==> config.mk <==
export PLATFORM = sky130hd
export DESIGN_NAME = lane_nc_unit
export DESIGN_NICKNAME = d
export VERILOG_FILES = /design/src/logic/fpslice_pkg.sv /design/src/logic/lane_nc_unit.sv
export SDC_FILE = /design/constraint.sdc
export NUM_CORES = 1
export LEC_CHECK = 0
export ABC_AREA = 0
export BUFFER_PORTS_ARGS = -buffer_cell sky130_fd_sc_hd__buf_2
export CORE_MARGIN = 1
export CORE_UTILIZATION = 47
export DETAILED_ROUTE_END_ITERATION = 7
export GPL_ROUTABILITY_DRIVEN = 0
export PLACE_DENSITY = 0.85
export SYNTH_ARGS = -nofsm -noshare
export SYNTH_HDL_FRONTEND = slang
export SYNTH_SLANG_ARGS = --single-unit
==> constraint.sdc <==
create_clock -name vclk -period 5.3
set_input_delay 0.53 -clock vclk [all_inputs]
set_output_delay 0.53 -clock vclk [all_outputs]
set_load 0.1 [all_outputs]
==> src/logic/fpslice_pkg.sv <==
package fpslice_pkg;

  // --------------------------------------------------------------------------
  // Formats and operations
  // --------------------------------------------------------------------------
  typedef enum logic [0:0] {
    FMT_FP32,
    FMT_FP16
  } fp_fmt_e;

  typedef enum logic [2:0] {
    OP_MIN,
    OP_MAX,
    OP_SGNJ,
    OP_SGNJN,
    OP_SGNJX
  } nc_op_e;

  localparam int unsigned MIN_LANE_WIDTH = 16; // FP16 is the narrowest element

  typedef logic [31:0] lane_word_t; // One element at the widest lane format
  typedef logic [7:0]  tag_t;       // Opaque, travels with the operation

  localparam lane_word_t CANON_NAN32 = 32'h7fc0_0000;
  localparam logic [15:0] CANON_NAN16 = 16'h7e00;

  // IEEE exception flags, invalid is the only one these ops can raise
  typedef struct packed {
    logic nv;
    logic dz;
    logic of;
    logic uf;
    logic nx;
  } status_t;

  typedef struct packed {
    fp_fmt_e fmt;
    nc_op_e  op;
  } lane_ctrl_t;

  // Carried alongside the lane data down the pipeline
  typedef struct packed {
    fp_fmt_e fmt;
    logic    vectorial;
    tag_t    tag;
  } slice_aux_t;

  typedef struct packed {
    lane_word_t value;
    status_t    status;
  } lane_res_t;

  // --------------------------------------------------------------------------
  // Lane helpers
  // --------------------------------------------------------------------------
  function automatic int unsigned fp_width(fp_fmt_e fmt);
    return (fmt == FMT_FP32) ? 32 : 16;
  endfunction

  function automatic int unsigned num_lanes(int unsigned width, fp_fmt_e fmt);
    return width / fp_width(fmt); // Elements of this format that fit the vector
  endfunction

endpackage

==> src/logic/lane_nc_unit.sv <==
`timescale 1ns/10ps

module lane_nc_unit import fpslice_pkg::*; #(
  parameter bit SupportsFp32 = 1'b1
) (
  input  lane_ctrl_t ctrl_i,
  input  lane_word_t a_i,
  input  lane_word_t b_i,
  output lane_res_t  res_o
);

  // Format-independent view of one operand
  typedef struct packed {
    logic        sign;
    logic [30:0] mag;     // Exponent and mantissa, zero extended
    logic        is_nan;
    logic        is_snan;
  } elem_t;

  function automatic elem_t classify(lane_word_t x, logic wide);
    elem_t e;
    if (wide) begin
      e.sign    = x[31];
      e.mag     = x[30:0];
      e.is_nan  = (&x[30:23]) & (|x[22:0]);
      e.is_snan = e.is_nan & ~x[22]; // Quiet bit clear
    end else begin
      e.sign    = x[15];
      e.mag     = {16'h0, x[14:0]};
      e.is_nan  = (&x[14:10]) & (|x[9:0]);
      e.is_snan = e.is_nan & ~x[9];
    end
    return e;
  endfunction

  logic       is_fp32;
  elem_t      elem_a, elem_b;
  logic       a_lt_b;
  logic       inj_sign;
  lane_word_t a_fmt, b_fmt;
  lane_word_t nan_fmt;
  lane_word_t sgnj_res;

  // Narrow lanes never see FP32
  assign is_fp32 = SupportsFp32 && (ctrl_i.fmt == FMT_FP32);

  assign elem_a = classify(a_i, is_fp32);
  assign elem_b = classify(b_i, is_fp32);

  // Operands and canonical NaN as they leave the lane, FP16 upper half zero
  assign a_fmt   = is_fp32 ? a_i : {16'h0, a_i[15:0]};
  assign b_fmt   = is_fp32 ? b_i : {16'h0, b_i[15:0]};
  assign nan_fmt = is_fp32 ? CANON_NAN32 : {16'h0, CANON_NAN16};

  // --------------------------------------------------------------------------
  // Ordering, sign-magnitude compare
  // --------------------------------------------------------------------------
  always_comb begin : compare
    if (elem_a.sign != elem_b.sign) begin
      a_lt_b = elem_a.sign;                // Also orders -0 below +0
    end else if (elem_a.sign) begin
      a_lt_b = elem_a.mag > elem_b.mag;    // Larger magnitude is smaller
    end else begin
      a_lt_b = elem_a.mag < elem_b.mag;
    end
  end

  // --------------------------------------------------------------------------
  // Sign injection
  // --------------------------------------------------------------------------
  always_comb begin : sign_inject
    case (ctrl_i.op)
      OP_SGNJN: inj_sign = ~elem_b.sign;
      OP_SGNJX: inj_sign = elem_a.sign ^ elem_b.sign;
      default:  inj_sign = elem_b.sign;
    endcase
    sgnj_res = is_fp32 ? {inj_sign, a_i[30:0]} : {16'h0, inj_sign, a_i[14:0]};
  end

  // --------------------------------------------------------------------------
  // Result select
  // --------------------------------------------------------------------------
  always_comb begin : result_select
    res_o.status = '0;
    case (ctrl_i.op)
      OP_MIN, OP_MAX: begin
        if (elem_a.is_nan && elem_b.is_nan) begin
          res_o.value = nan_fmt;
        end else if (elem_a.is_nan) begin
          res_o.value = b_fmt;  // NaN loses against a number
        end else if (elem_b.is_nan) begin
          res_o.value = a_fmt;
        end else if ((ctrl_i.op == OP_MIN) == a_lt_b) begin
          res_o.value = a_fmt;
        end else begin
          res_o.value = b_fmt;
        end
        res_o.status.nv = elem_a.is_snan | elem_b.is_snan;
      end
      default: res_o.value = sgnj_res; // Flags stay clear
    endcase
  end

endmodule

* After elaboration in Yosys (flattened, before gate mapping)
Cells that the tools add are included.
** Storage, ports and cells
- Bits in registers :: 0
- Bits in latches :: 0
- RAM bits :: 0
- Bits in read-only memories :: 0
- Input bits :: 68
- Output and inout port bits :: 37
- Logic and storage cells :: 48
- Memories kept :: 0
** Cells by class
- Add/sub/neg operators :: 0
- Multiply operators :: 0
- Divide/modulo/power cells :: 0
- Magnitude comparators :: 2
- Eq/ne operators :: 5
- Shifts and indexed selects :: 0
- Multiplexer cells :: 15
- Bitwise logic cells :: 15
- Reduce and logical (&&, ||, !) cells :: 11
** Operator list (number)
- $mux W32 :: 8
- $mux W34 :: 2
- $reduce_or A23 Y1 :: 2
- $gt A31 B31 Y1 :: 1
- $lt A31 B31 Y1 :: 1
- $mux W31 :: 1
- $reduce_or A10 Y1 :: 2
- $reduce_and A8 Y1 :: 2
- $reduce_and A5 Y1 :: 2
- $and A1 B1 Y1 :: 8
- $not A1 Y1 :: 5
- $eq A3 B1 Y1 const B :: 1
- $eq A3 B2 Y1 const B :: 1
- $eq A3 B3 Y1 const B :: 1
- $logic_not A3 Y1 :: 1
- $mux W1 :: 3
- $pmux W1 S2 :: 1
- $reduce_or A2 Y1 :: 1
- $eq A1 B1 Y1 :: 1
- $logic_and A1 B1 Y1 :: 1
- $ne A1 B1 Y1 :: 1
- $or A1 B1 Y1 :: 1
- $xor A1 B1 Y1 :: 1

* Depth between registers and ports, before layout
- Word-level depth :: 13
- Gate-level depth with buffers :: 15

* Worst setup path before layout
OpenSTA, ideal clock, no wires.
- Kind :: input to output
- From :: input port ctrl_i[3] (netlist name)
- To :: output port res_o[12] (netlist name)
- Data arrival time :: 5.137 ns
- Setup slack :: -0.367 ns
- Cell stages on the path :: 14
- Path buffers :: 4
- Cells stage by stage :: buf_2 clkbuf_1 clkbuf_1 nor2b_1 ha_1 a21oi_1 o21ai_0 a221oi_1 nand3_1 a211oi_4 o211a_1 nor3_1 buf_2 o21ai_0
** RTL lines
- start: declaration :: RTL line lane_nc_unit.sv:6 : input lane_ctrl_t ctrl_i,
- end: declaration :: RTL line lane_nc_unit.sv:9 : output lane_res_t res_o

==> results.txt <==
----------------------------------------------------
[Cells and area]
  Most common library cell in the layout ignoring fill and taps ... buf_2
  Fin cells ... 404
  Commonest non-fill, non-tap cells in the layout ... buf_2, nand2_1, ha_1
  Share of layout cells above drive strength 1 ... a little over a third
  Antenna Diode Count ... 0
  Flip-flop and latch area ... 0 um^2
  Sequential cell count ... 0
  Clock buffer instance count of the final layout ... 0
  Fill count ... 350
  Area added between synthesis and finish ... 28.7%
  Final-stage net count ... ~460

[Placement]
  Detailed placement HPWL ... 4720 um
  IO buf count ... 101
  Inst Count DP ... around 400

[Worst setup path]
  Largest incremental delay on the critical path ... 0.56 ns
  Ordered list of cells on the worst path ... buf_2 > nor2b_1 > ha_1 > a21oi_1 > o21ai_0 > a221oi_1 > a31o_1 > o2111ai_1 > o211a_1 > a211oi_4 > buf_4 > a22oi_1 > nor2_1 > buf_2
  Most frequent cell on the critical path ... buf_2
  Startpoint Class ... input pin
  Worst endpoint data arrival time ... 4.51 ns
  Worst-path maximum fanout ... 46
  Classification of the worst setup path ... input pin to output port
  Data required time at the worst endpoint ... 4.77 ns
  Setup crit end kind ... output port
  Highest-delay cell along the critical path ... buf_2

[Timing]
  Tcrit/Tclk final ... 95.1%
  Worst Max-Slew Pin Slew ... 0.727 ns
  Min Clock Period, post-route ... ~5 ns
  Upper clock frequency limit ... 0.198 GHz
  Worst max-slew margin expressed relative to the limit ... about 50%
  Number of max-slew violations in the final report ... 0
  Count of final setup violators ... 0
  Hold violation total from the final report ... 0
  Setup repair after global routing missed its margin ... no

[Detailed routing]
  Number of violations reported at the end of detailed-routing iteration 0 ... 159
  Uppermost signal routing layer after detailed routing ... met4
  Post-detailed-route wirelength per cell ... 13.7 um
  Metal1 wirelength ... 2490 um
  Total length of routed met2 wires ... 2760 um
  Detailed-route wire length ... about 5500 um
  Via-to-Cell Ratio ... ~5.7
  Number of optimization iterations in the first detailed-route pass ... 5
  Routed length on met3 ... about 260 um
  Residual DRC ... 0
  Via count ... 2,297
  Residual antenna-violating net count after detailed routing ... 0

[Clocking]
  Number of post-CTS setup repair buffers ... 0
  Post-cts sizing count ... 0
  Hold Buf Count CTS ... 0

[Floorplanning]
  Die X ... 64.3 um
  Area of the placeable core ... roughly 3700 um^2
  Total number of placement rows ... 22
  Starting density of the core ... approximately half
  Height of the die ... 64.3 um
  Die ar. ... 4140 um^2
  Number of placed I/O pins ... 105

[Synthesis]
  Area share of and/or/nand/nor cells after synthesis ... 40.1%
  Combinational family with the most area after synthesis ... simple AND/OR/NAND/NOR gates
  Sequential area share after synthesis ... 0%
  Post-Syn Area per Cell ... 6.89 um^2
  Number of warnings issued by yosys ... 0
  Fraction of the mapped netlist area in compound gates ... between 20% and 30%
  Post-Synth Adder-Cell Area ... 21.2%
  Xor/xnor cell area share of the yosys netlist ... less than 1%
  Share of cell area taken by muxes after synthesis ... between 3 and 4%
  Netlist area before placement ... between 1500 and 2000 um^2
  Gate count of the mapped netlist ... around 270
  Count of distinct cell types in the synthesized netlist ... 54

[Global route]
  Vias in the first global route ... 2,012
  Overall fraction of global-route tracks in use ... around a quarter
  First-pass GRT wire length ... 8780 um
  Overall overflow remaining after global route ... 0
  Maximum number of pins on one net before global-route repair ... 47
  Antenna violations before repair ... 0

[Worst hold path]
  Hold crit path type ... input pin to output port
  Hold wc startpoint ... a_i[4]
  Worst hold path stage count ... 4
  Worst hold endpoint ... res_o[9]

[Power]
  Part of the power in combinational logic ... 100.0%
  Peak supply drop ... 0.102 mV
  Power, Total ... 0.394 mW
  Internal power component ... between 0.09 and 0.1 mW
  Part of the total power dissipated in the clock network ... 0%
  Static power due to leakage ... 1.21 nW
  Portion of total power attributed to sequential cells ... 0%
  Power per Cell Area ... 168 nW/um^2
  Net Sw Frac ... 75.7%
  Switching Power ... 0.298 mW

[Job]
  Number of maximum-capacitance violations ... 0

[Outcome]
  Run status ... completed

----------------------------------------------------
==> per-stage QoR <==
step           hold WS (ns)  instance area [um^2]  util [%]  worst slack (ns)  setup TNS (ns)
6_report               1.57                  2350      63.7             0.262               0
5_1_grt                1.60                  2350      63.7            0.0152               0
4_1_cts                1.57                  2350      63.7             0.322               0
3_5_place_dp           1.57                  2350      63.7             0.350               0
3_3_place_gp           1.58                  2350      63.7             0.584               0
2_1_floorplan          1.47                  1840         -            -0.367           -1.95
==> worst max path at each step <==
stage	startpoint	depth (start not counted)	to
CTS	ctrl_i[3]	14	res_o[27]
global route	ctrl_i[3]	14	res_o[27]
floorplan	ctrl_i[3]	14	res_o[12]
global placement	ctrl_i[3]	14	res_o[23]
finish	ctrl_i[3]	14	res_o[24]
detailed placement	ctrl_i[3]	14	res_o[27]
==> layer usage <==
metal,vias to the layer above,GRT usage (%)
li1,1168,-
met1,1050,33.4
met2,77,48.3
met3,2,1.07
met4,0,1.67
met5,-,0
==> kinds of logic (layout without fill, tap and decap cells) <==
kind of cell,Yosys count,in the layout
xor+xnor,1,1
other cells,1,4
buf+inv,32,120
simple gates,128,128
mux,5,5
compound gates,67,67
fa+ha+maj,31,31
==> power groups by stage <==
stage / logic (mW) / registers [mW] / clock network [mW]
after floorplan: 0.313 / 0 / 0
after global placement: 0.387 / 0 / 0
after detailed placement: 0.391 / 0 / 0
after CTS: 0.393 / 0 / 0
after global routing: 0.416 / 0 / 0
final: 0.394 / 0 / 0
==> cell usage after synthesis, types with 2 or more instances <==
library cell	count	area share, %
ha_1	31	21
nand2_1	31	6.4
inv_1	17	3.5
nand2b_1	17	5.8
o21ai_0	16	4.4
nor2b_1	15	5.1
a21oi_1	13	3.6
nor2_1	11	2.3
nor3_1	11	3.0
nand4_1	10	3.4
nand3_1	8	2.2
o211ai_1	8	3.3
nor4_1	7	2.4
a22oi_1	6	2.5
clkbuf_1	5	1.0
buf_2	4	1.1
buf_4	4	1.6
mux2i_1	4	2.2
a221o_1	3	1.6
a221o_2	3	1.9
o22ai_1	3	1.0
or4_1	3	1.2
a211oi_1	2	0.82
nand3b_1	2	0.82
or2_2	2	0.69
==> area by class of cell <==
cell class / instances / area (um^2) / share of cell area, %
inverter: 17 / 63.8 / 2.72
timing repair buffer: 103 / 520 / 22.2
tap: 48 / 60.1 / 2.56
multi-input combinational: 236 / 1710 / 72.6
==> worst max-delay path: cells and delay by family <==
kind / cells / cell delay (ns)
adders and majority gates: 1 / 0.38
AOI/OAI and AO/OA: 8 / 1.92
buffers and inverters: 3 / 1.35
and+or+nand+nor: 2 / 0.31
Note: power is estimated with default switching activity, not from simulation.
