===== src/logic/fpslice_pkg.sv =====
package fpslice_pkg;

  // --------------------------------------------------------------------------
  // Formats and operations
  // --------------------------------------------------------------------------
  typedef enum logic [0:0] {
    FMT_FP32,
    FMT_FP16
  } fp_fmt_e;

  typedef enum logic [2:0] {
    OP_MIN,
    OP_MAX,
    OP_SGNJ,
    OP_SGNJN,
    OP_SGNJX
  } nc_op_e;

  localparam int unsigned MIN_LANE_WIDTH = 16; // FP16 is the narrowest element

  typedef logic [31:0] lane_word_t; // One element at the widest lane format
  typedef logic [7:0]  tag_t;       // Opaque, travels with the operation

  localparam lane_word_t CANON_NAN32 = 32'h7fc0_0000;
  localparam logic [15:0] CANON_NAN16 = 16'h7e00;

  // IEEE exception flags, invalid is the only one these ops can raise
  typedef struct packed {
    logic nv;
    logic dz;
    logic of;
    logic uf;
    logic nx;
  } status_t;

  typedef struct packed {
    fp_fmt_e fmt;
    nc_op_e  op;
  } lane_ctrl_t;

  // Carried alongside the lane data down the pipeline
  typedef struct packed {
    fp_fmt_e fmt;
    logic    vectorial;
    tag_t    tag;
  } slice_aux_t;

  typedef struct packed {
    lane_word_t value;
    status_t    status;
  } lane_res_t;

  // --------------------------------------------------------------------------
  // Lane helpers
  // --------------------------------------------------------------------------
  function automatic int unsigned fp_width(fp_fmt_e fmt);
    return (fmt == FMT_FP32) ? 32 : 16;
  endfunction

  function automatic int unsigned num_lanes(int unsigned width, fp_fmt_e fmt);
    return width / fp_width(fmt); // Elements of this format that fit the vector
  endfunction

endpackage


===== src/logic/slice_result.sv =====
`timescale 1ns/10ps

module slice_result import fpslice_pkg::*; #(
  parameter int unsigned Width = 64,
  localparam int unsigned NumLanes = Width / MIN_LANE_WIDTH
) (
  input  lane_res_t [NumLanes-1:0] lanes_i,
  input  slice_aux_t               aux_i,
  input  logic [NumLanes-1:0]      mask_i,
  output logic [Width-1:0]         result_o,
  output status_t                  status_o,
  output tag_t                     tag_o
);

  localparam int unsigned NumLanes32 = num_lanes(Width, FMT_FP32);
  localparam int unsigned NumLanes16 = num_lanes(Width, FMT_FP16);

  int unsigned used_lanes;

  // Scalars only occupy lane 0
  assign used_lanes = aux_i.vectorial ? num_lanes(Width, aux_i.fmt) : 1;

  assign tag_o = aux_i.tag;

  // --------------------------------------------------------------------------
  // Result packing
  // --------------------------------------------------------------------------
  always_comb begin : pack_result
    result_o = '1; // Unused upper slots stay NaN-boxed
    if (aux_i.fmt == FMT_FP32) begin
      for (int unsigned i = 0; i < NumLanes32; i++) begin
        if (i < used_lanes) begin
          result_o[i*32 +: 32] = lanes_i[i].value;
        end
      end
    end else begin
      for (int unsigned i = 0; i < NumLanes16; i++) begin
        if (i < used_lanes) begin
          result_o[i*16 +: 16] = lanes_i[i].value[15:0];
        end
      end
    end
  end

  // --------------------------------------------------------------------------
  // Status collapse
  // --------------------------------------------------------------------------
  always_comb begin : collapse_status
    status_o = '0;
    for (int unsigned i = 0; i < NumLanes; i++) begin
      if (i < used_lanes && mask_i[i]) begin
        status_o |= lanes_i[i].status; // Masked-off lanes report nothing
      end
    end
  end

endmodule


===== config.mk =====
export PLATFORM = sky130hd
export DESIGN_NAME = slice_result
export DESIGN_NICKNAME = d
export VERILOG_FILES = /design/src/logic/fpslice_pkg.sv /design/src/logic/slice_result.sv
export SDC_FILE = /design/constraint.sdc
export NUM_CORES = 1
export LEC_CHECK = 0
export ABC_CLOCK_PERIOD_IN_PS = 1600
export BUFFER_PORTS_ARGS = -buffer_cell sky130_fd_sc_hd__buf_2
export CORE_AREA = 2 2 93 95
export DETAILED_ROUTE_END_ITERATION = 8
export DIE_AREA = 0 0 95 97
export SLEW_MARGIN = 20
export SYNTH_ARGS = -nofsm -noshare
export SYNTH_HDL_FRONTEND = slang
export SYNTH_SLANG_ARGS = --single-unit

===== constraint.sdc =====
create_clock -name vclk -period 1.6
set_input_delay 0.16 -clock vclk [all_inputs]
set_output_delay 0.16 -clock vclk [all_outputs]
set_load 0.02 [all_outputs]

==> Word-level counts from Yosys, hierarchy flattened <==
Index checks and enable logic that the tools add are counted.
{ "op_classes": {"div_mod_pow": 1, "n_lt_le_gt_ge": 4, "muxes": 13, "bitwise": 3, "reduce_logical": 4} }
{ "op_table": {"columns": ["operator", "count"], "rows": [
  ["two-way mux 32 bit", 3],
  ["< comparator 1 x 32 -> 1 bit, first input constant", 2],
  ["< comparator 2 x 32 -> 1 bit, first input constant", 2],
  ["two-way mux 16 bit", 4],
  ["two-way mux 64 bit", 1],
  ["divider 7 x 32 -> 32 bit, first input constant", 1],
  ["two-way mux 5 bit", 4],
  ["bitwise OR 5 bit", 3],
  ["two-way mux 6 bit", 1],
  ["logical AND 1 bit", 4]
]} }
{ "word_totals": {"ff_bits": 0, "output_inout_bits": 77} }

==> Depth between registers and ports, before layout <==
Gate-level depths: netlist of the first run.
{ "depth": {"depth_word": 12, "depth_mapped": 5, "ltp_nobuf": 2} }

==> Worst setup path before layout of the first run <==
No wires, ideal clock.
{ "synth_timing": {"kind": "input -> output", "start": "in aux_i[9] (netlist name)", "end": "out status_o[0] (netlist name)", "t_arrival_ns": 0.969, "required_time_ns": 1.440, "path_slack_ns": 0.471, "stages": 4, "path_cell_list": "buf_6 -> nand2_1 -> buf_2 -> o21ai_0"} }
{ "synth_rtl": {"columns": ["item", "line", "source"], "rows": [
  ["from (decl)", "slice_result.sv:8", "input slice_aux_t aux_i,"],
  ["to (decl)", "slice_result.sv:11", "output status_t status_o,"]
]} }

==> results of run 1 <==
worst max-delay path: cells and delay by family:
kind	cells	cell delay (ns)
compound gates	1	0.18
buf+inv	4	0.67
simple gates	1	0.08
cell usage in the layout (no fill, tap or decap), drive strengths merged:
| cell type | instances |
|---|---|
| a22oi | 5 |
| a32oi | 5 |
| buf | 165 |
| mux2i | 32 |
| nand2 | 33 |
| o21ai | 5 |
| o22a | 16 |
cell usage after synthesis:
cell,count
nand2_1,33
mux2i_1,32
clkbuf_1,16
o22a_1,16
buf_4,9
a22oi_1,5
a32oi_1,5
buf_2,5
o21ai_0,5
buf_1,2
buf_6,2
buf_8,2
per-stage QoR:
stage	hold WS (ns)	utilization (%)	instances	setup slack (ns)	instance area, um^2
after floorplan	0.433	-	132	0.471	903
after global placement	0.320	20.6	366	0.289	1680
after detailed placement	0.320	20.6	366	0.319	1680
after CTS	0.320	20.6	366	0.316	1680
after global routing	0.320	20.6	366	0.235	1680
final	0.320	20.6	366	0.350	1680
worst min path at each step:
| stage | from | endpoint | cells past startpoint |
|---|---|---|---|
| global placement | lanes_i[19] | result_o[14] | 0 |
| global route | lanes_i[18] | result_o[13] | 0 |
| floorplan | aux_i[0] | tag_o[0] | 1 |
| detailed placement | lanes_i[19] | result_o[14] | 0 |
| finish | lanes_i[16] | result_o[11] | 0 |
| CTS | lanes_i[19] | result_o[14] | 0 |
cell type report:
cell class                 count  area [um^2]  share of cell area [%]
tap                          105          131                    7.84
timing repair buffer         165          853                    50.9
multi-input combinational     96          691                    41.2
power by group through the flow:
stage	clock network, W	registers, W	logic [W]
3_3_place_gp	0	0	0.000538
3_5_place_dp	0	0	0.000546
2_1_floorplan	0	0	0.000371
4_1_cts	0	0	0.000547
5_1_grt	0	0	0.000590
6_report	0	0	0.000539
kinds of logic (layout without fill, tap and decap cells):
group / Yosys count / in the layout / share of synthesized area [%]
simple gates: 33 / 33 / 13.7
mux: 32 / 32 / 35.5
compound gates: 31 / 31 / 27.3
buf+inv: 36 / 165 / 23.5
routing by layer:
| metal | share of wire [%] | GRT usage (%) | up-vias |
|---|---|---|---|
| met5 | 0 | 0 | - |
| met4 | 2.1 | 1.45 | 0 |
| met3 | 15 | 1.01 | 10 |
| met2 | 50 | 15.0 | 124 |
| met1 | 34 | 7.58 | 602 |
| li1 | - | - | 712 |
==> run_results.csv, run 1 <==
group,metric,value,unit
detailed_routing,vias_per_cell,3.96,
synthesis,synthCells,132,
power,p_comb_share,100.0,%
detailed_routing,dr.first_iter.drc_count,16,
global_routing,grt_max_degree,42,
timing,min_period,1.25,ns
power,p_switching,0.000292,W
synthesis,synth.area.top_cells,"mux2i_1 35%, o22a_1 16%, nand2_1 14%, buf_4 7.5%, clkbuf_1 6.6%",
timing,slew_violations,0,
synthesis,netlist_area,903,um^2
layout,drive_above_1_share,63.2,%
detailed_routing,dr.pass1.iters,4,
synthesis,synth.avg_cell_area,6.84,um^2
power,internal_power,0.000247,W
layout,seq_cell_count,0,
synthesis,yosys.area.top_type,"mux2i_1",
power,ir_worst_vdd,0.0848,mV
timing,post-route-period-util,78.1,%
setup_path,critPathMaxFanout,12,
floorplan,core_area,8130,um^2
timing,slew_headroom,83.0,%
clock_network,postCtsSetupBuffers,0,
global_routing,grt.overflow.total,0,
power,sw_frac_of_total,54.1,%
detailed_routing,finalWirelength,4030,um
synthesis,yosys.area.top_type_share,35.5,%
floorplan,floorplan.rows,33,
detailed_routing,vias,1448,
floorplan,die_x,95,um
synthesis,yosysWarnings,0,
floorplan,die_h,97,um
clock_network,holdBufCountCts,0,
power,pwr-share-seq,0,%
setup_path,crit_path_cell_trace,"buf_2 -> buf_4 -> nand2_1 -> buf_4 -> o21ai_0 -> buf_2",
synthesis,seq_area_frac_synth,0,%
global_routing,track_usage,7.33,%
timing,setup_viol,0,
setup_path,critical_path.endpoint,"status_o[4]",
global_routing,grt_pass1_wl,5600,um
place,hpwlAfterDp,3500,um
floorplan,initial_core_util,11.1,%
timing,tightest_slew,0.256,ns
power,finalPower,0.000539,W
layout,syn2layout_area_growth,85.5,%
synthesis,synth_cell_types,12,
floorplan,dieArea,9220,um^2
detailed_routing,final_antenna_net_count,0,
power,p_leak,0.944,nW
global_routing,grt_pass1_vias,1252,
setup_path,worst_setup_path_start_kind,"input port",
job,maxCapViolations,0,
setup_path,arrival,1.09,ns
outcome,status,"completed",
power,p_per_area,322,nW/um^2
setup_path,critPathKind,"in2out",
layout,nets,425,
clock_network,post_cts_resized,0,
detailed_routing,drc,0,
synthesis,synthesis.nets,294,
timing,final.setup.tns,0,ns
setup_path,cpMaxStageDelayCell,"buf_2",
layout,nClkBuffers,0,
setup_path,max_stage_delay,0.20,ns
place,portBuffers,159,
global_routing,antenna_found_initial,0,
setup_path,endpoint_kind,"output port",
timing,hold_viol,0,
place,place.gp.congestion,0.657,
setup_path,cp.required,1.44,ns
min_path,hp-class,"in2out",
setup_path,critPathLaunch,"aux_i[9]",
power,clockPowerShare,0,%
timing,fmax,800,MHz
layout,fill_cells,937,
layout,insertedDiodeCount,0,
detailed_routing,wl_per_cell,11.0,um
timing,rsz0062_at_grt,"false",
layout,regArea,0,um^2
floorplan,num_io_pins,239,
Note: power is estimated with default switching activity, not from simulation.
==> inputs of run 2 (changes only) <==
- ABC_CLOCK_PERIOD_IN_PS: 1600 -> 1250
- CORE_AREA: 2 2 93 95 -> 2 2 92 94
- DIE_AREA: 0 0 95 97 -> 0 0 94 96
- clock period: 1.6 -> 1.25 ns (I/O delays scaled with it)
==> run_results.csv, run 2 (synthesized netlist as in run 1, its figures left out) <==
group,metric,value,unit
setup_path,cp.required,1.12,ns
floorplan,num_io_pins,239,
timing,slew_violations,0,
layout,layout_commonest_cell,"buf_2",
clock_network,post_cts_resized,0,
timing,post-route-period-util,85.5,%
layout,syn2layout_area_growth,85.5,%
setup_path,crit_family,"buffers and inverters",
floorplan,dieArea,9020,um^2
detailed_routing,vias,1454,
power,p_leak,0.944,nW
detailed_routing,drc,0,
clock_network,postCtsSetupBuffers,0,
global_routing,grt_pass1_vias,1290,
floorplan,initial_core_util,11.2,%
setup_path,cpMaxStageDelayCell,"buf_4",
layout,insertedDiodeCount,0,
setup_path,crit_top_cell,"buf_2",
timing,slew_headroom,83.2,%
setup_path,critPathKind,"in2out",
setup_path,crit_path_cell_trace,"buf_2 -> buf_4 -> mux2i_1 -> nand2_1 -> buf_2",
detailed_routing,vias_per_cell,3.97,
global_routing,grt.overflow.total,0,
setup_path,critPathMaxFanout,15,
setup_path,max_stage_delay,0.25,ns
detailed_routing,dr.first_iter.drc_count,36,
timing,min_period,1.07,ns
min_path,hp-class,"in2out",
place,portBuffers,159,
layout,regArea,0,um^2
power,ir_worst_vdd,0.190,mV
floorplan,floorplan.rows,33,
setup_path,worst_setup_path_start_kind,"input port",
setup_path,critPathBufInv,3,
power,finalPower,0.000699,W
timing,fmax,936,MHz
global_routing,grt_max_degree,34,
outcome,status,"completed",
global_routing,antenna_found_initial,0,
detailed_routing,finalWirelength,4240,um
detailed_routing,wl_per_cell,11.6,um
place,hpwlAfterDp,3770,um
layout,nClkBuffers,0,
job,maxCapViolations,0,
timing,final.setup.tns,0,ns
timing,tightest_slew,0.252,ns
power,p_per_area,417,nW/um^2
global_routing,grt_pass1_wl,5770,um
floorplan,core_area,8050,um^2
timing,hold_viol,0,
layout,final_cell_mix,"159 x buf_2, 33 x nand2_1, 32 x mux2i_1",
place,place.gp.congestion,0.749,
layout,drive_above_1_share,63.2,%
clock_network,holdBufCountCts,0,
layout,nets,425,
timing,setup_viol,0,
detailed_routing,final_antenna_net_count,0,
detailed_routing,dr.pass1.iters,3,
global_routing,track_usage,7.85,%
setup_path,arrival,0.94,ns
layout,seq_cell_count,0,
floorplan,die_x,94,um
timing,rsz0062_at_grt,"false",
setup_path,endpoint_kind,"output port",
floorplan,die_h,96,um
run 2: cell counts in the layout (fill, tap and decap cells not counted):
No cell type changed its count.
run 2: metrics by stage:
step                hold slack [ns]  std cells  util (%)  setup slack, ns  cell area, um^2
finish                        0.250        366      20.8            0.181             1680
CTS                           0.250        366      20.8            0.166             1680
global route                  0.250        366      20.8           0.0800             1680
detailed placement            0.250        366      20.8            0.169             1680
floorplan                     0.363        132         -            0.191              903
global placement              0.250        366      20.8            0.170             1680
run 2: final timing paths:
check   startpoint            to  slack [ns]  cells after the start
max       aux_i[9]  result_o[48]        0.18                      5
min    lanes_i[15]  result_o[10]        0.25                      0
run 2: per-layer routing:
metal	part of all wire, %	track usage (%)
met3	11	0.626
met5	0	0
met4	1.9	1.93
met1	34	8.01
met2	52	16.8
run 2: layout make-up:
cell class         instances  area, um^2
fillers                  896        6380
multi-input cells         96         691
well taps                105         131
repair buffers           165         853
run 2: report_power, final:
group	internal (W)	switching (W)	leakage, nW	total, W
registers	0	0	0	0
clock network	0	0	0	0
logic	0.000317	0.000382	0.944	0.000699
total	0.000317	0.000382	0.944	0.000699
==> inputs of run 3 (changes only) <==
- BUFFER_PORTS_ARGS: -buffer_cell sky130_fd_sc_hd__buf_2 -> -buffer_cell sky130_fd_sc_hd__buf_4
==> run_results.csv, run 3 (synthesized netlist as in run 1, its figures left out) <==
group,metric,value,unit
layout,seq_cell_count,0,
timing,final.setup.tns,0,ns
detailed_routing,finalWirelength,4490,um
layout,multi_input_area,691,um^2
detailed_routing,vias,1501,
power,sw_frac_of_total,45.1,%
detailed_routing,vias_per_cell,4.10,
power,clockPowerShare,0,%
floorplan,die_x,94,um
floorplan,dieArea,9020,um^2
setup_path,cpMaxStageDelayCell,"mux2i_1",
global_routing,antenna_found_initial,0,
layout,finish.instance_area,2070,um^2
setup_path,critPathKind,"in2out",
clock_network,postCtsSetupBuffers,0,
layout,fill_cells,887,
timing,hold_viol,0,
timing,fmax,938,MHz
layout,nets,425,
setup_path,critPathMaxFanout,32,
global_routing,grt_max_degree,33,
power,pwr-share-seq,0,%
global_routing,grt_pass1_vias,1262,
outcome,status,"completed",
detailed_routing,wl_per_cell,12.3,um
setup_path,worst_setup_path_start_kind,"input port",
global_routing,grt.overflow.total,0,
timing,min_period,1.07,ns
power,ir_worst_vdd,0.130,mV
detailed_routing,dr.first_iter.drc_count,43,
power,p_per_area,417,nW/um^2
detailed_routing,dr.pass1.iters,4,
setup_path,arrival,0.94,ns
timing,slew_violations,0,
floorplan,num_io_pins,239,
detailed_routing,drc,0,
setup_path,crit_family,"buffers and inverters",
power,p_switching,0.000390,W
floorplan,core_area,8050,um^2
floorplan,initial_core_util,11.2,%
floorplan,floorplan.rows,33,
floorplan,die_h,96,um
global_routing,track_usage,7.93,%
layout,regArea,0,um^2
place,dp_cells,366,
global_routing,grt_pass1_wl,5890,um
timing,setup_viol,0,
timing,slew_headroom,83.0,%
timing,post-route-period-util,85.3,%
layout,final_cell_mix,"164 x buf_4, 33 x nand2_1, 32 x mux2i_1",
job,maxCapViolations,0,
layout,insertedDiodeCount,0,
setup_path,critPathBufInv,3,
layout,layout_commonest_cell,"buf_4",
power,p_leak,1.10,nW
layout,drive_above_1_share,63.2,%
clock_network,post_cts_resized,0,
setup_path,crit_top_cell,"buf_4",
setup_path,endpoint_kind,"output port",
min_path,hp-class,"in2out",
power,internal_power,0.000475,W
global_routing,top_usage_layer,"met2",
timing,rsz0062_at_grt,"false",
global_routing,grt_use_met1,8.15,%
power,p_comb_share,100.0,%
layout,final_cells,366,
setup_path,max_stage_delay,0.23,ns
setup_path,cp.required,1.12,ns
timing,whs,0.250,ns
power,finalPower,0.000864,W
place,portBuffers,159,
layout,nClkBuffers,0,
clock_network,holdBufCountCts,0,
place,place.gp.congestion,0.693,
timing,tightest_slew,0.255,ns
global_routing,use_met2,16.3,%
setup_path,crit_path_cell_trace,"buf_4 -> buf_12 -> mux2i_1 -> nand2_1 -> buf_4",
global_routing,global_route.usage.met3,1.57,%
detailed_routing,final_antenna_net_count,0,
place,dpl_cell_area,2070,um^2
layout,syn2layout_area_growth,130,%
place,hpwlAfterDp,3950,um
run 3: cell counts in the layout (fill, tap and decap cells not counted):
No cell type changed its count.
run 3: power by group through the flow:
stage               Clock [W]  Combinational, W  Sequential [W]
floorplan                   0          0.000475               0
global placement            0          0.000863               0
detailed placement          0          0.000872               0
CTS                         0          0.000875               0
global route                0          0.000920               0
finish                      0          0.000864               0
run 3: final cells by class:
type | count | share of cell area (%)
multi-input cells | 96 | 33.3
well taps | 105 | 6.34
repair buffers | 165 | 60.3
run 3: path summary, 6_finish.rpt:
| path | from | endpoint | slack, ns | cells past startpoint |
|---|---|---|---|---|
| worst max-delay path | aux_i[9] | result_o[41] | 0.18 | 5 |
| worst min-delay path | lanes_i[15] | result_o[10] | 0.25 | 0 |
run 3: per-layer routing:
layer	wire, um	vias up
li1	-	718
met1	1480	657
met2	2310	110
met3	597	16
met4	99	0
met5	0	-
run 3: through the flow:
step | setup WS, ns | util (%)
after global placement | 0.166 | 25.7
after global routing | 0.0999 | 25.7
after detailed placement | 0.160 | 25.7
final | 0.184 | 25.7
after CTS | 0.160 | 25.7
after floorplan | 0.191 | -
