===== src/logic/fpslice_pkg.sv =====
package fpslice_pkg;

  // --------------------------------------------------------------------------
  // Formats and operations
  // --------------------------------------------------------------------------
  typedef enum logic [0:0] {
    FMT_FP32,
    FMT_FP16
  } fp_fmt_e;

  typedef enum logic [2:0] {
    OP_MIN,
    OP_MAX,
    OP_SGNJ,
    OP_SGNJN,
    OP_SGNJX
  } nc_op_e;

  localparam int unsigned MIN_LANE_WIDTH = 16; // FP16 is the narrowest element

  typedef logic [31:0] lane_word_t; // One element at the widest lane format
  typedef logic [7:0]  tag_t;       // Opaque, travels with the operation

  localparam lane_word_t CANON_NAN32 = 32'h7fc0_0000;
  localparam logic [15:0] CANON_NAN16 = 16'h7e00;

  // IEEE exception flags, invalid is the only one these ops can raise
  typedef struct packed {
    logic nv;
    logic dz;
    logic of;
    logic uf;
    logic nx;
  } status_t;

  typedef struct packed {
    fp_fmt_e fmt;
    nc_op_e  op;
  } lane_ctrl_t;

  // Carried alongside the lane data down the pipeline
  typedef struct packed {
    fp_fmt_e fmt;
    logic    vectorial;
    tag_t    tag;
  } slice_aux_t;

  typedef struct packed {
    lane_word_t value;
    status_t    status;
  } lane_res_t;

  // --------------------------------------------------------------------------
  // Lane helpers
  // --------------------------------------------------------------------------
  function automatic int unsigned fp_width(fp_fmt_e fmt);
    return (fmt == FMT_FP32) ? 32 : 16;
  endfunction

  function automatic int unsigned num_lanes(int unsigned width, fp_fmt_e fmt);
    return width / fp_width(fmt); // Elements of this format that fit the vector
  endfunction

endpackage


===== src/logic/slice_pipe.sv =====
`timescale 1ns/10ps

module slice_pipe import fpslice_pkg::*; #(
  parameter int unsigned Width       = 64,
  parameter int unsigned NumPipeRegs = 1,
  localparam int unsigned NumLanes = Width / MIN_LANE_WIDTH
) (
  input  logic                      clk_i,
  input  logic                      rst_i,
  input  logic                      flush_i,
  input  logic                      in_valid_i,
  output logic                      in_ready_o,
  input  lane_res_t [NumLanes-1:0]  lanes_i,
  input  slice_aux_t                aux_i,
  input  logic [NumLanes-1:0]       mask_i,
  output logic                      out_valid_o,
  input  logic                      out_ready_i,
  output lane_res_t [NumLanes-1:0]  lanes_o,
  output slice_aux_t                aux_o,
  output logic [NumLanes-1:0]       mask_o,
  output logic                      busy_o
);

  // Index i holds the item after i register stages
  logic                     valid_q     [0:NumPipeRegs];
  logic                     stage_ready [0:NumPipeRegs];
  lane_res_t [NumLanes-1:0] lanes_q     [0:NumPipeRegs];
  slice_aux_t               aux_q       [0:NumPipeRegs];
  logic [NumLanes-1:0]      mask_q      [0:NumPipeRegs];

  assign valid_q[0] = in_valid_i;
  assign lanes_q[0] = lanes_i;
  assign aux_q[0]   = aux_i;
  assign mask_q[0]  = mask_i;

  // --------------------------------------------------------------------------
  // Register stages
  // --------------------------------------------------------------------------
  for (genvar i = 0; i < NumPipeRegs; i++) begin : gen_stages
    // Advance when downstream takes the item or only holds a bubble
    assign stage_ready[i] = stage_ready[i+1] | ~valid_q[i+1];

    always_ff @(posedge clk_i) begin
      if (rst_i || flush_i) begin
        valid_q[i+1] <= 1'b0;
      end else if (stage_ready[i]) begin
        valid_q[i+1] <= valid_q[i];
      end
    end

    // Payload only moves with a valid item
    always_ff @(posedge clk_i) begin
      if (stage_ready[i] && valid_q[i]) begin
        lanes_q[i+1] <= lanes_q[i];
        aux_q[i+1]   <= aux_q[i];
        mask_q[i+1]  <= mask_q[i];
      end
    end
  end

  assign stage_ready[NumPipeRegs] = out_ready_i; // Driven from downstream
  assign in_ready_o               = stage_ready[0];

  assign out_valid_o = valid_q[NumPipeRegs];
  assign lanes_o     = lanes_q[NumPipeRegs];
  assign aux_o       = aux_q[NumPipeRegs];
  assign mask_o      = mask_q[NumPipeRegs];

  // Items held in any register stage
  always_comb begin : busy_detect
    busy_o = 1'b0;
    for (int unsigned i = 1; i <= NumPipeRegs; i++) begin
      busy_o |= valid_q[i];
    end
  end

endmodule


===== config.mk =====
export PLATFORM = sky130hd
export DESIGN_NAME = slice_pipe
export DESIGN_NICKNAME = d
export VERILOG_FILES = /design/src/logic/fpslice_pkg.sv /design/src/logic/slice_pipe.sv
export SDC_FILE = /design/constraint.sdc
export NUM_CORES = 1
export LEC_CHECK = 0
export ABC_AREA = 0
export BUFFER_PORTS_ARGS = -buffer_cell sky130_fd_sc_hd__clkbuf_2
export CELL_PAD_IN_SITES_DETAIL_PLACEMENT = 0
export CELL_PAD_IN_SITES_GLOBAL_PLACEMENT = 1
export CORE_MARGIN = 4
export CORE_UTILIZATION = 33
export DETAILED_ROUTE_END_ITERATION = 8
export HOLD_SLACK_MARGIN = 0.02
export PLACE_DENSITY_LB_ADDON = 0.1
export SLEW_MARGIN = 20
export SYNTH_ARGS = -nofsm -noshare
export SYNTH_HDL_FRONTEND = slang
export SYNTH_SLANG_ARGS = --single-unit

===== constraint.sdc =====
create_clock -name clk_i -period 3.1 [get_ports clk_i]
set_input_delay 0 -clock clk_i [delete_from_list [all_inputs] [get_ports clk_i]]
set_output_delay 0 -clock clk_i [all_outputs]
set_load 0.05 [all_outputs]

==> results by group, run 1 <==
Outcome
  • Outcome: aborted with a tool error
  • Halt Stage: clock tree synthesis
  • Err: [ERROR RSZ-0060] Max buffer count reached.

Synthesis
  • Area share of fa/ha/maj cells after synthesis: 0%
  • Largest family of logic cells by synthesized area: simple AND/OR/NAND/NOR gates
  • Synth Area in Simple Gates: 0.431%
  • Warnings, synthesis: 0
  • Register area share after synthesis: between 90% and 100%
  • Yosys reg bits: about 160
  • Post-synthesis mux area share: 0%
  • Syn_area_per_cell: 29.3 µm²
  • Syn Inst Count: 168
  • Compound-cell area share of the yosys netlist: 0.254%
  • Syn Nets: 335
  • Post-synth cell types: 7
  • Post-synthesis cell area: 0.00493 mm²
  • XOR/XNOR Fraction of Synth Area: 0%

Clock tree
  • Post-CTS Setup Bufs: 0
  • Total clock sinks: 163
  • CTS H-Tree Depth: 4
  • Num CTS Buffers: 17
  • CTS Buffer Depth: 2
  • Post-CTS Hold Buffers: 144
  • Post-CTS Resized: 0
  • Root Buffer: clkbuf_16

Floorplanning
  • Cell row count: 44
  • Initial Util: about a third
  • Die H: 130 µm
  • DIE WIDTH: 130 µm
  • Num ports: 332

Placement
  • DP Cell Count: 685
  • DP Area: ~0.0068 mm²
  • GPL Wtd Cong: 0.735
  • IO Port Bufs: 331
-- cells by family after synthesis --
group	after synthesis
AOI/OAI and AO/OA	1
buffers and inverters	2
DFF	163
and+or+nand+nor	2
-- stage by stage --
step                setup slack, ns  util [%]  hold WS [ns]
floorplan                     0.705         -        0.0646
global placement               1.34      46.9         0.170
detailed placement             1.31      46.9         0.172
-- synth_stat cells --
cell        n  area [µm²]
inv_1       1        3.75
buf_4       1        7.51
nand2b_4    1        13.8
dfxtp_1     1        20.0
and2_2      1        7.51
a211oi_2    1        12.5
edfxtp_1  162        4860
==> run 2, diff against run 1 <==
CELL_PAD_IN_SITES_DETAIL_PLACEMENT = default   (was 0)
CELL_PAD_IN_SITES_GLOBAL_PLACEMENT = default   (was 1)
CORE_UTILIZATION = 20   (was 33)
HOLD_SLACK_MARGIN = default   (was 0.02)
PLACE_DENSITY_LB_ADDON = 0.15   (was 0.1)
==> run 2 against run 1 <==
Compared with the run above: the flow now finishes without violations; synthesized cell count did not move; synthesized area unchanged.
==> results by group, run 2 <==
Synthesis
  • Area share of fa/ha/maj cells after synthesis: 0%
  • Register area share after synthesis: between 90% and 100%
  • Synth Area in Simple Gates: less than 1%
  • Syn_area_per_cell: between 20 and 30 µm²
  • Warnings, synthesis: 0
  • Main flop type after synthesis: edfxtp_1
  • Syn Inst Count: about 170
  • Post-synthesis cell area: about 0.0049 mm²
  • Compound-cell area share of the yosys netlist: less than 1%
  • Syn Nets: 335
  • Post-synthesis mux area share: 0%
  • Top cells by area in the synthesized netlist: edfxtp_1, dfxtp_1, nand2b_4
  • XOR/XNOR Fraction of Synth Area: 0%
  • Largest family of logic cells by synthesized area: simple AND/OR/NAND/NOR gates
  • Post-synth top area share: 98.7%
  • Async SR Flop Fraction: 0%
  • Number of synthesized flops with an enable pin: 162
  • Yosys reg bits: 163
  • Most frequent cell after synthesis: edfxtp_1
  • Post-synth cell types: 7
  • Largest area contributor in the netlist: edfxtp_1

Floorplanning
  • Core Box Area: roughly 0.024 mm²
  • Num ports: 332
  • Cell row count: 57
  • Initial Util: 20.3%
  • Die H: 165 µm
  • DIE WIDTH: 165 µm
  • Die area: 0.0272 mm²

Timing
  • RSZ-0062 raised after global routing: no
  • Fin Hold WS: 0.239 ns
  • Final-report hold violation count: 0
  • Headroom to the max-slew limit: 68.7%
  • Final setup fails: 0
  • Setup TNS: 0 ns
  • Worst Skew: approximately 0.010 ns
  • Max-slew violation count: 0
  • Post-route minimum period: 1.41 ns
  • FMAX: 0.708 GHz
  • Fin crit share: 45.6%
  • Post-route setup slack: 1.69 ns
  • Slew at the pin closest to its max-slew limit: 0.469 ns

Routing
  • Via density: 3.56
  • Vias after detailed routing: 3,638
  • DR iter-0 viols: 115
  • Detailed Route WL: 14,400 µm
  • Avg WL per Cell: between 10 and 15 µm
  • Antenna-violating nets left: 0
  • DRC viols: 0
  • Drt first pass iters: 4

GRT
  • GRT overflow: 0
  • Vias in the first global route: 4,100
  • Largest net degree at the start of global routing: 84
  • First-pass GRT wire length: 20,900 µm
  • Initial antenna violation count: 1
  • Total Routing Usage GR: between 10% and 20%

Placement
  • IO Port Bufs: 331
  • GPL Wtd Cong: 0.724
  • Pre-CTS WS: 1.70 ns
  • Dpl hpwl: ~10,000 µm

Finish
  • Area growth from synthesis to layout: 87.2%
  • Fin nets: 850
  • Commonest non-fill, non-tap cell in the layout: clkbuf_2
  • Register area: around 0.005 mm²
  • Final-layout fill cell count: 2,283
  • Multi-input gate area: ~35 µm²
  • Most frequent cells in the layout: clkbuf_2, dlygate4sd3_1, edfxtp_1
  • Largest register FFs: 148
  • Share of layout cells above drive strength 1: between 50% and 60%

Worst hold path
  • Hold Crit Start: in_valid_i
  • Hold/Removal Path Class: in2reg

Clock tree
  • Root Buffer: clkbuf_16
  • Clock latency on the worst-skew pair: 0.41 ns
  • Post-CTS Setup Bufs: 0
  • Clock transition at path regs: ~0.060 ns
  • CTS Buffer Depth: 2
  • CTS H-Tree Depth: 4
  • Num CTS Buffers: 17
  • TritonCTS clock tree: done
  • Total clock sinks: 163

Critical path
  • Worst-path fanout max: 83
  • Crit path from: busy_o$_SDFFE_PP0P_
  • CP Launch Type: register
  • Path type of the worst setup path: reg2reg
  • Worst r2r src: busy_o$_SDFFE_PP0P_
  • CP max-delay cell: dfxtp_1
  • Crit end category: register
  • Critical path, cell by cell: nand2b_4 > and2_4 > buf_12
  • Bufs and invs on worst path: 1
  • CP Data Required Time: 3.16 ns
  • Cell family with most CP delay: flip-flops
  • Worst Path Arrival: 1.47 ns
  • Max stage delay on crit path: 0.35 ns

Pwr
  • Power, Total: 5480 µW
  • Pwr dens: 594 mW/mm²
  • Max IR drop VDD: 0.245 mV
  • Static leakage: 0.00395 µW

Flow run
  • # Max-Cap Violations: 0

Outcome
  • Outcome: complete, no violations
==> run 2: cell counts after synthesis <==
No cell type changed its count.
==> run 2: routing by layer <==
metal,vias up,global-route usage (%),wire (µm)
met5,-,0,0
met4,0,3.48,215
li1,1715,-,-
met3,13,4.84,1460
met1,1719,9.70,4820
met2,191,18.9,7930
==> run 2: report_power, final <==
group | switching [µW] | leakage (µW) | internal, µW
Clock | 875 | 0.000263 | 1110
Combinational | 595 | 0.00210 | 290
Sequential | 33.3 | 0.00159 | 2570
Total | 1500 | 0.00395 | 3980
==> run 2: logic make-up (layout without fill, tap and decap cells) <==
kind of cell	after synthesis	in the layout
AOI/OAI and AO/OA	1	1
buffers and inverters	2	530
DFF	163	163
other	0	1
and+or+nand+nor	2	2
==> run 2: what timing repair did <==
| action | 4_1_cts | 5_1_grt |
|---|---|---|
| gates resized for setup | 0 | 0 |
| hold endpoints to repair | 163 | 0 |
| hold buffers | 164 | 0 |
==> run 2: worst register-to-register path: cells and delay by family (launching register included) <==
family / cells / cell delay (ns)
flops: 1 / 0.35
buf+inv: 1 / 0.35
simple gates: 2 / 0.27
==> run 2: through the flow <==
stage	area [µm²]	cells	utilization [%]
after floorplan	4930	168	-
after global placement	7030	824	28.9
after detailed placement	7030	824	28.9
after CTS	9230	1020	37.9
after global routing	9230	1021	37.9
final	9230	1021	37.9
==> run 2: area by class of cell <==
cell class	count	share of cell area [%]
Clock inverter	14	1.40
Sequential cell	163	52.9
Clock buffer	18	4.65
Inverter	1	0.0407
Antenna cell	1	0.0271
Timing Repair Buffer	497	36.2
Multi-Input combinational cell	3	0.380
Tap cell	324	4.39
==> run 2: worst paths after layout <==
kind	end	slack (ns)	depth (start not counted)
setup / recovery	lanes_o[27]$_DFFE_PP_	1.69	3
hold / removal	lanes_o[9]$_DFFE_PP_	0.24	3
setup reg to reg	lanes_o[27]$_DFFE_PP_	1.69	3
hold reg to reg	lanes_o[9]$_DFFE_PP_	1.07	3
Power figures use the tool's default switching activity.
==> run 3, diff against run 2 <==
ABC_AREA = 1   (was 0)
clock period = 1.2 ns   (was 3.1 ns; I/O delays follow)
==> run 3 against run 2 <==
Compared with the run above: clock-buffer cell count fell by 1; global-route usage grew 0.79 points; cell area grew 3.1%; the run now ends with setup timing left; largest cell class unchanged; synthesized area barely moved; die area is essentially flat; hold slack improved by 0.054 ns; core utilization grew 1.2 points; power grew to 2.6 times the previous value; synthesized cell count increased by 2.4%; sequential power rose to 2.6 times the previous value; register-to-register slack got worse by 1.7 ns; clock skew shrank 0.0037 ns.
==> results by group, run 3 <==
Outcome
  • Outcome: finished, violations left
  • Failing checks: setup timing

Synthesis
  • Yosys reg bits: roughly 160
  • Synth cell count leaders: edfxtp_1, inv_1
  • XOR/XNOR Fraction of Synth Area: 0%
  • Largest family of logic cells by synthesized area: buffers and inverters
  • Warnings, synthesis: 0
  • Area share of fa/ha/maj cells after synthesis: 0%
  • Most frequent cell after synthesis: edfxtp_1
  • Async SR Flop Fraction: 0%
  • Post-synthesis cell area: around 0.0049 mm²
  • Largest area contributor in the netlist: edfxtp_1
  • Compound-cell area share of the yosys netlist: less than 1%
  • Syn Inst Count: approximately 170
  • Syn Nets: 339
  • Post-synth top area share: 98.7%
  • Syn_area_per_cell: around 29 µm²
  • Synth Area in Simple Gates: less than 1%
  • Post-synthesis mux area share: 0%
  • Top cells by area in the synthesized netlist: edfxtp_1, dfxtp_1, inv_1
  • Post-synth cell types: 9
  • Register area share after synthesis: approximately 99%
  • Main flop type after synthesis: edfxtp_1
  • Number of synthesized flops with an enable pin: 162

Critical path
  • Path type of the worst setup path: reg2reg
  • Crit end category: register
  • Cell with the most instances on the worst path: buf_12
  • Critical path, cell by cell: a21oi_4 > buf_12 > buf_12
  • Max stage delay on crit path: 0.35 ns
  • CP Launch Type: register
  • Worst-path fanout max: 23
  • Worst Path Arrival: 1.35 ns
  • CP max-delay cell: dfxtp_4
  • CP Data Required Time: 1.32 ns

Timing
  • Fin Hold WS: 0.292 ns
  • Final-report hold violation count: 0
  • Fin crit share: 102%
  • Worst Skew: 0.00628 ns
  • Slew at the pin closest to its max-slew limit: 0.319 ns
  • Max-slew violation count: 0
  • FMAX: 0.814 GHz
  • Final setup fails: 66
  • Post-route setup slack: -0.0286 ns
  • RSZ-0062 raised after global routing: yes
  • Headroom to the max-slew limit: 78.8%
  • Setup TNS: -0.878 ns
  • Post-route minimum period: 1.23 ns

Finish
  • Multi-input gate area: 35.0 µm²
  • Fin nets: 880
  • Final instance area: approximately 0.0095 mm²
  • Largest register FFs: roughly 150
  • Share of layout cells above drive strength 1: 54.0%
  • Ant diodes: 0
  • Most frequent cells in the layout: clkbuf_2, dlygate4sd3_1, edfxtp_1
  • Commonest non-fill, non-tap cell in the layout: clkbuf_2
  • Area growth from synthesis to layout: 92.9%
  • Register area: 0.00489 mm²
  • Final-layout fill cell count: 2,276

GRT
  • Initial antenna violation count: 1
  • Largest net degree at the start of global routing: 24
  • First-pass GRT wire length: roughly 23,000 µm
  • Total Routing Usage GR: 11.0%
  • GRT overflow: 0
  • Vias in the first global route: 4,317

Routing
  • DR iter-0 viols: a little over 90
  • Met3 routed wirelength: 1630 µm
  • Routed wl met2: roughly 8000 µm
  • Post-Route M1 WL: 5530 µm
  • Detailed Route WL: roughly 15,000 µm
  • Top Layer Used: met5
  • Via density: 3.57
  • Vias after detailed routing: around 3,800
  • Avg WL per Cell: 14.7 µm
  • Drt first pass iters: 4
  • Antenna-violating nets left: 0
  • DRC viols: 0

Clock tree
  • Clock transition at path regs: 0.07 ns
  • Clock latency on the worst-skew pair: 0.42 ns
  • Num CTS Buffers: 17
  • Total clock sinks: 163
  • CTS H-Tree Depth: 4
  • TritonCTS clock tree: done
  • Root Buffer: clkbuf_16
  • CTS Buffer Depth: 2

Floorplanning
  • Num ports: 332
  • Die H: 165 µm
  • DIE WIDTH: 165 µm
  • Core Box Area: 0.0243 mm²
  • Cell row count: 57
  • Die area: 0.0272 mm²
  • Initial Util: 20.3%

Placement
  • DP Area: between 0.007 and 0.008 mm²
  • Dpl hpwl: 11,300 µm
  • GPL Wtd Cong: 0.724
  • IO Port Bufs: approximately 330

Pwr
  • Max IR drop VDD: about 0.73 mV
  • Pwr dens: 1490 mW/mm²
  • Static leakage: 0.00412 µW

Flow run
  • # Max-Cap Violations: 0

Worst hold path
  • Hold/Removal Path Class: in2reg
[run 3: changes by cell type in the layout (fill, tap and decap cells not counted), sizes merged]
cell and change:
a21oi +2, a211oi -1, buf +27, dlygate4sd3 +2, nand2 +2, clkbuf -4
clkinvlp -3, clkinv +2, bufinv -1, nand2b -1, diode -1, inv +6
and2 -1
[run 3: area by class of cell]
| class | instances | area share [%] |
|---|---|---|
| inverters | 4 | 0.158 |
| repair buffers | 523 | 38.1 |
| clock inverters | 15 | 1.28 |
| clock buffers | 17 | 4.47 |
| multi-input cells | 4 | 0.368 |
| well taps | 324 | 4.26 |
| flip-flops and latches | 163 | 51.4 |
[run 3: power breakdown]
part | leakage [µW] | switching [µW] | total (µW) | internal, µW
Sequential | 0.00159 | 98.4 | 6750 | 6650
Clock | 0.000268 | 2330 | 5030 | 2700
Combinational | 0.00226 | 1570 | 2420 | 843
[run 3: cells by family after synthesis]
group                  after synthesis
buffers and inverters                5
AND/OR/NAND/NOR                      2
flip-flops                         163
AO/OA/AOI/OAI                        2
[run 3: worst paths after layout]
path	from	endpoint	slack (ns)	depth (start not counted)
worst max-delay path	busy_o$_SDFFE_PP0P_	lanes_o[90]$_DFFE_PP_	-0.03	3
worst min-delay path	lanes_i[121]	lanes_o[121]$_DFFE_PP_	0.29	2
worst max register to register	busy_o$_SDFFE_PP0P_	lanes_o[90]$_DFFE_PP_	-0.03	3
worst min register to register	busy_o$_SDFFE_PP0P_	busy_o$_SDFFE_PP0P_	0.66	3
[run 3: what timing repair did]
item / in CTS / in global routing
resized for setup: 3 / 7
hold buffers: 166 / 0
endpoints found under the setup margin: 120 / 145
cloned: 0 / 0
hold endpoints to repair: 163 / 0
setup buffers: 6 / 0
[run 3: critical path, delay by kind of cell, from the launching register on]
kind | cells | cell delay (ns)
flops | 1 | 0.35
compound gates | 1 | 0.20
buf+inv | 2 | 0.36
[run 3: routing by layer]
layer,up-vias,track usage [%]
met5,-,0
met4,2,4.27
met3,22,4.72
met2,208,19.3
met1,1742,11.5
li1,1777,-
[run 3: metrics by stage]
step / setup WS (ns) / power (µW) / util, % / cells
final: -0.0286 / 14200 / 39.1 / 1050
after global routing: -0.0828 / 14900 / 39.1 / 1050
after CTS: -0.0401 / 14500 / 39.0 / 1050
after detailed placement: -0.0393 / 8840 / 29.7 / 846
after global placement: -0.0124 / 8830 / 29.7 / 846
after floorplan: -2.39 / 8120 / - / 172
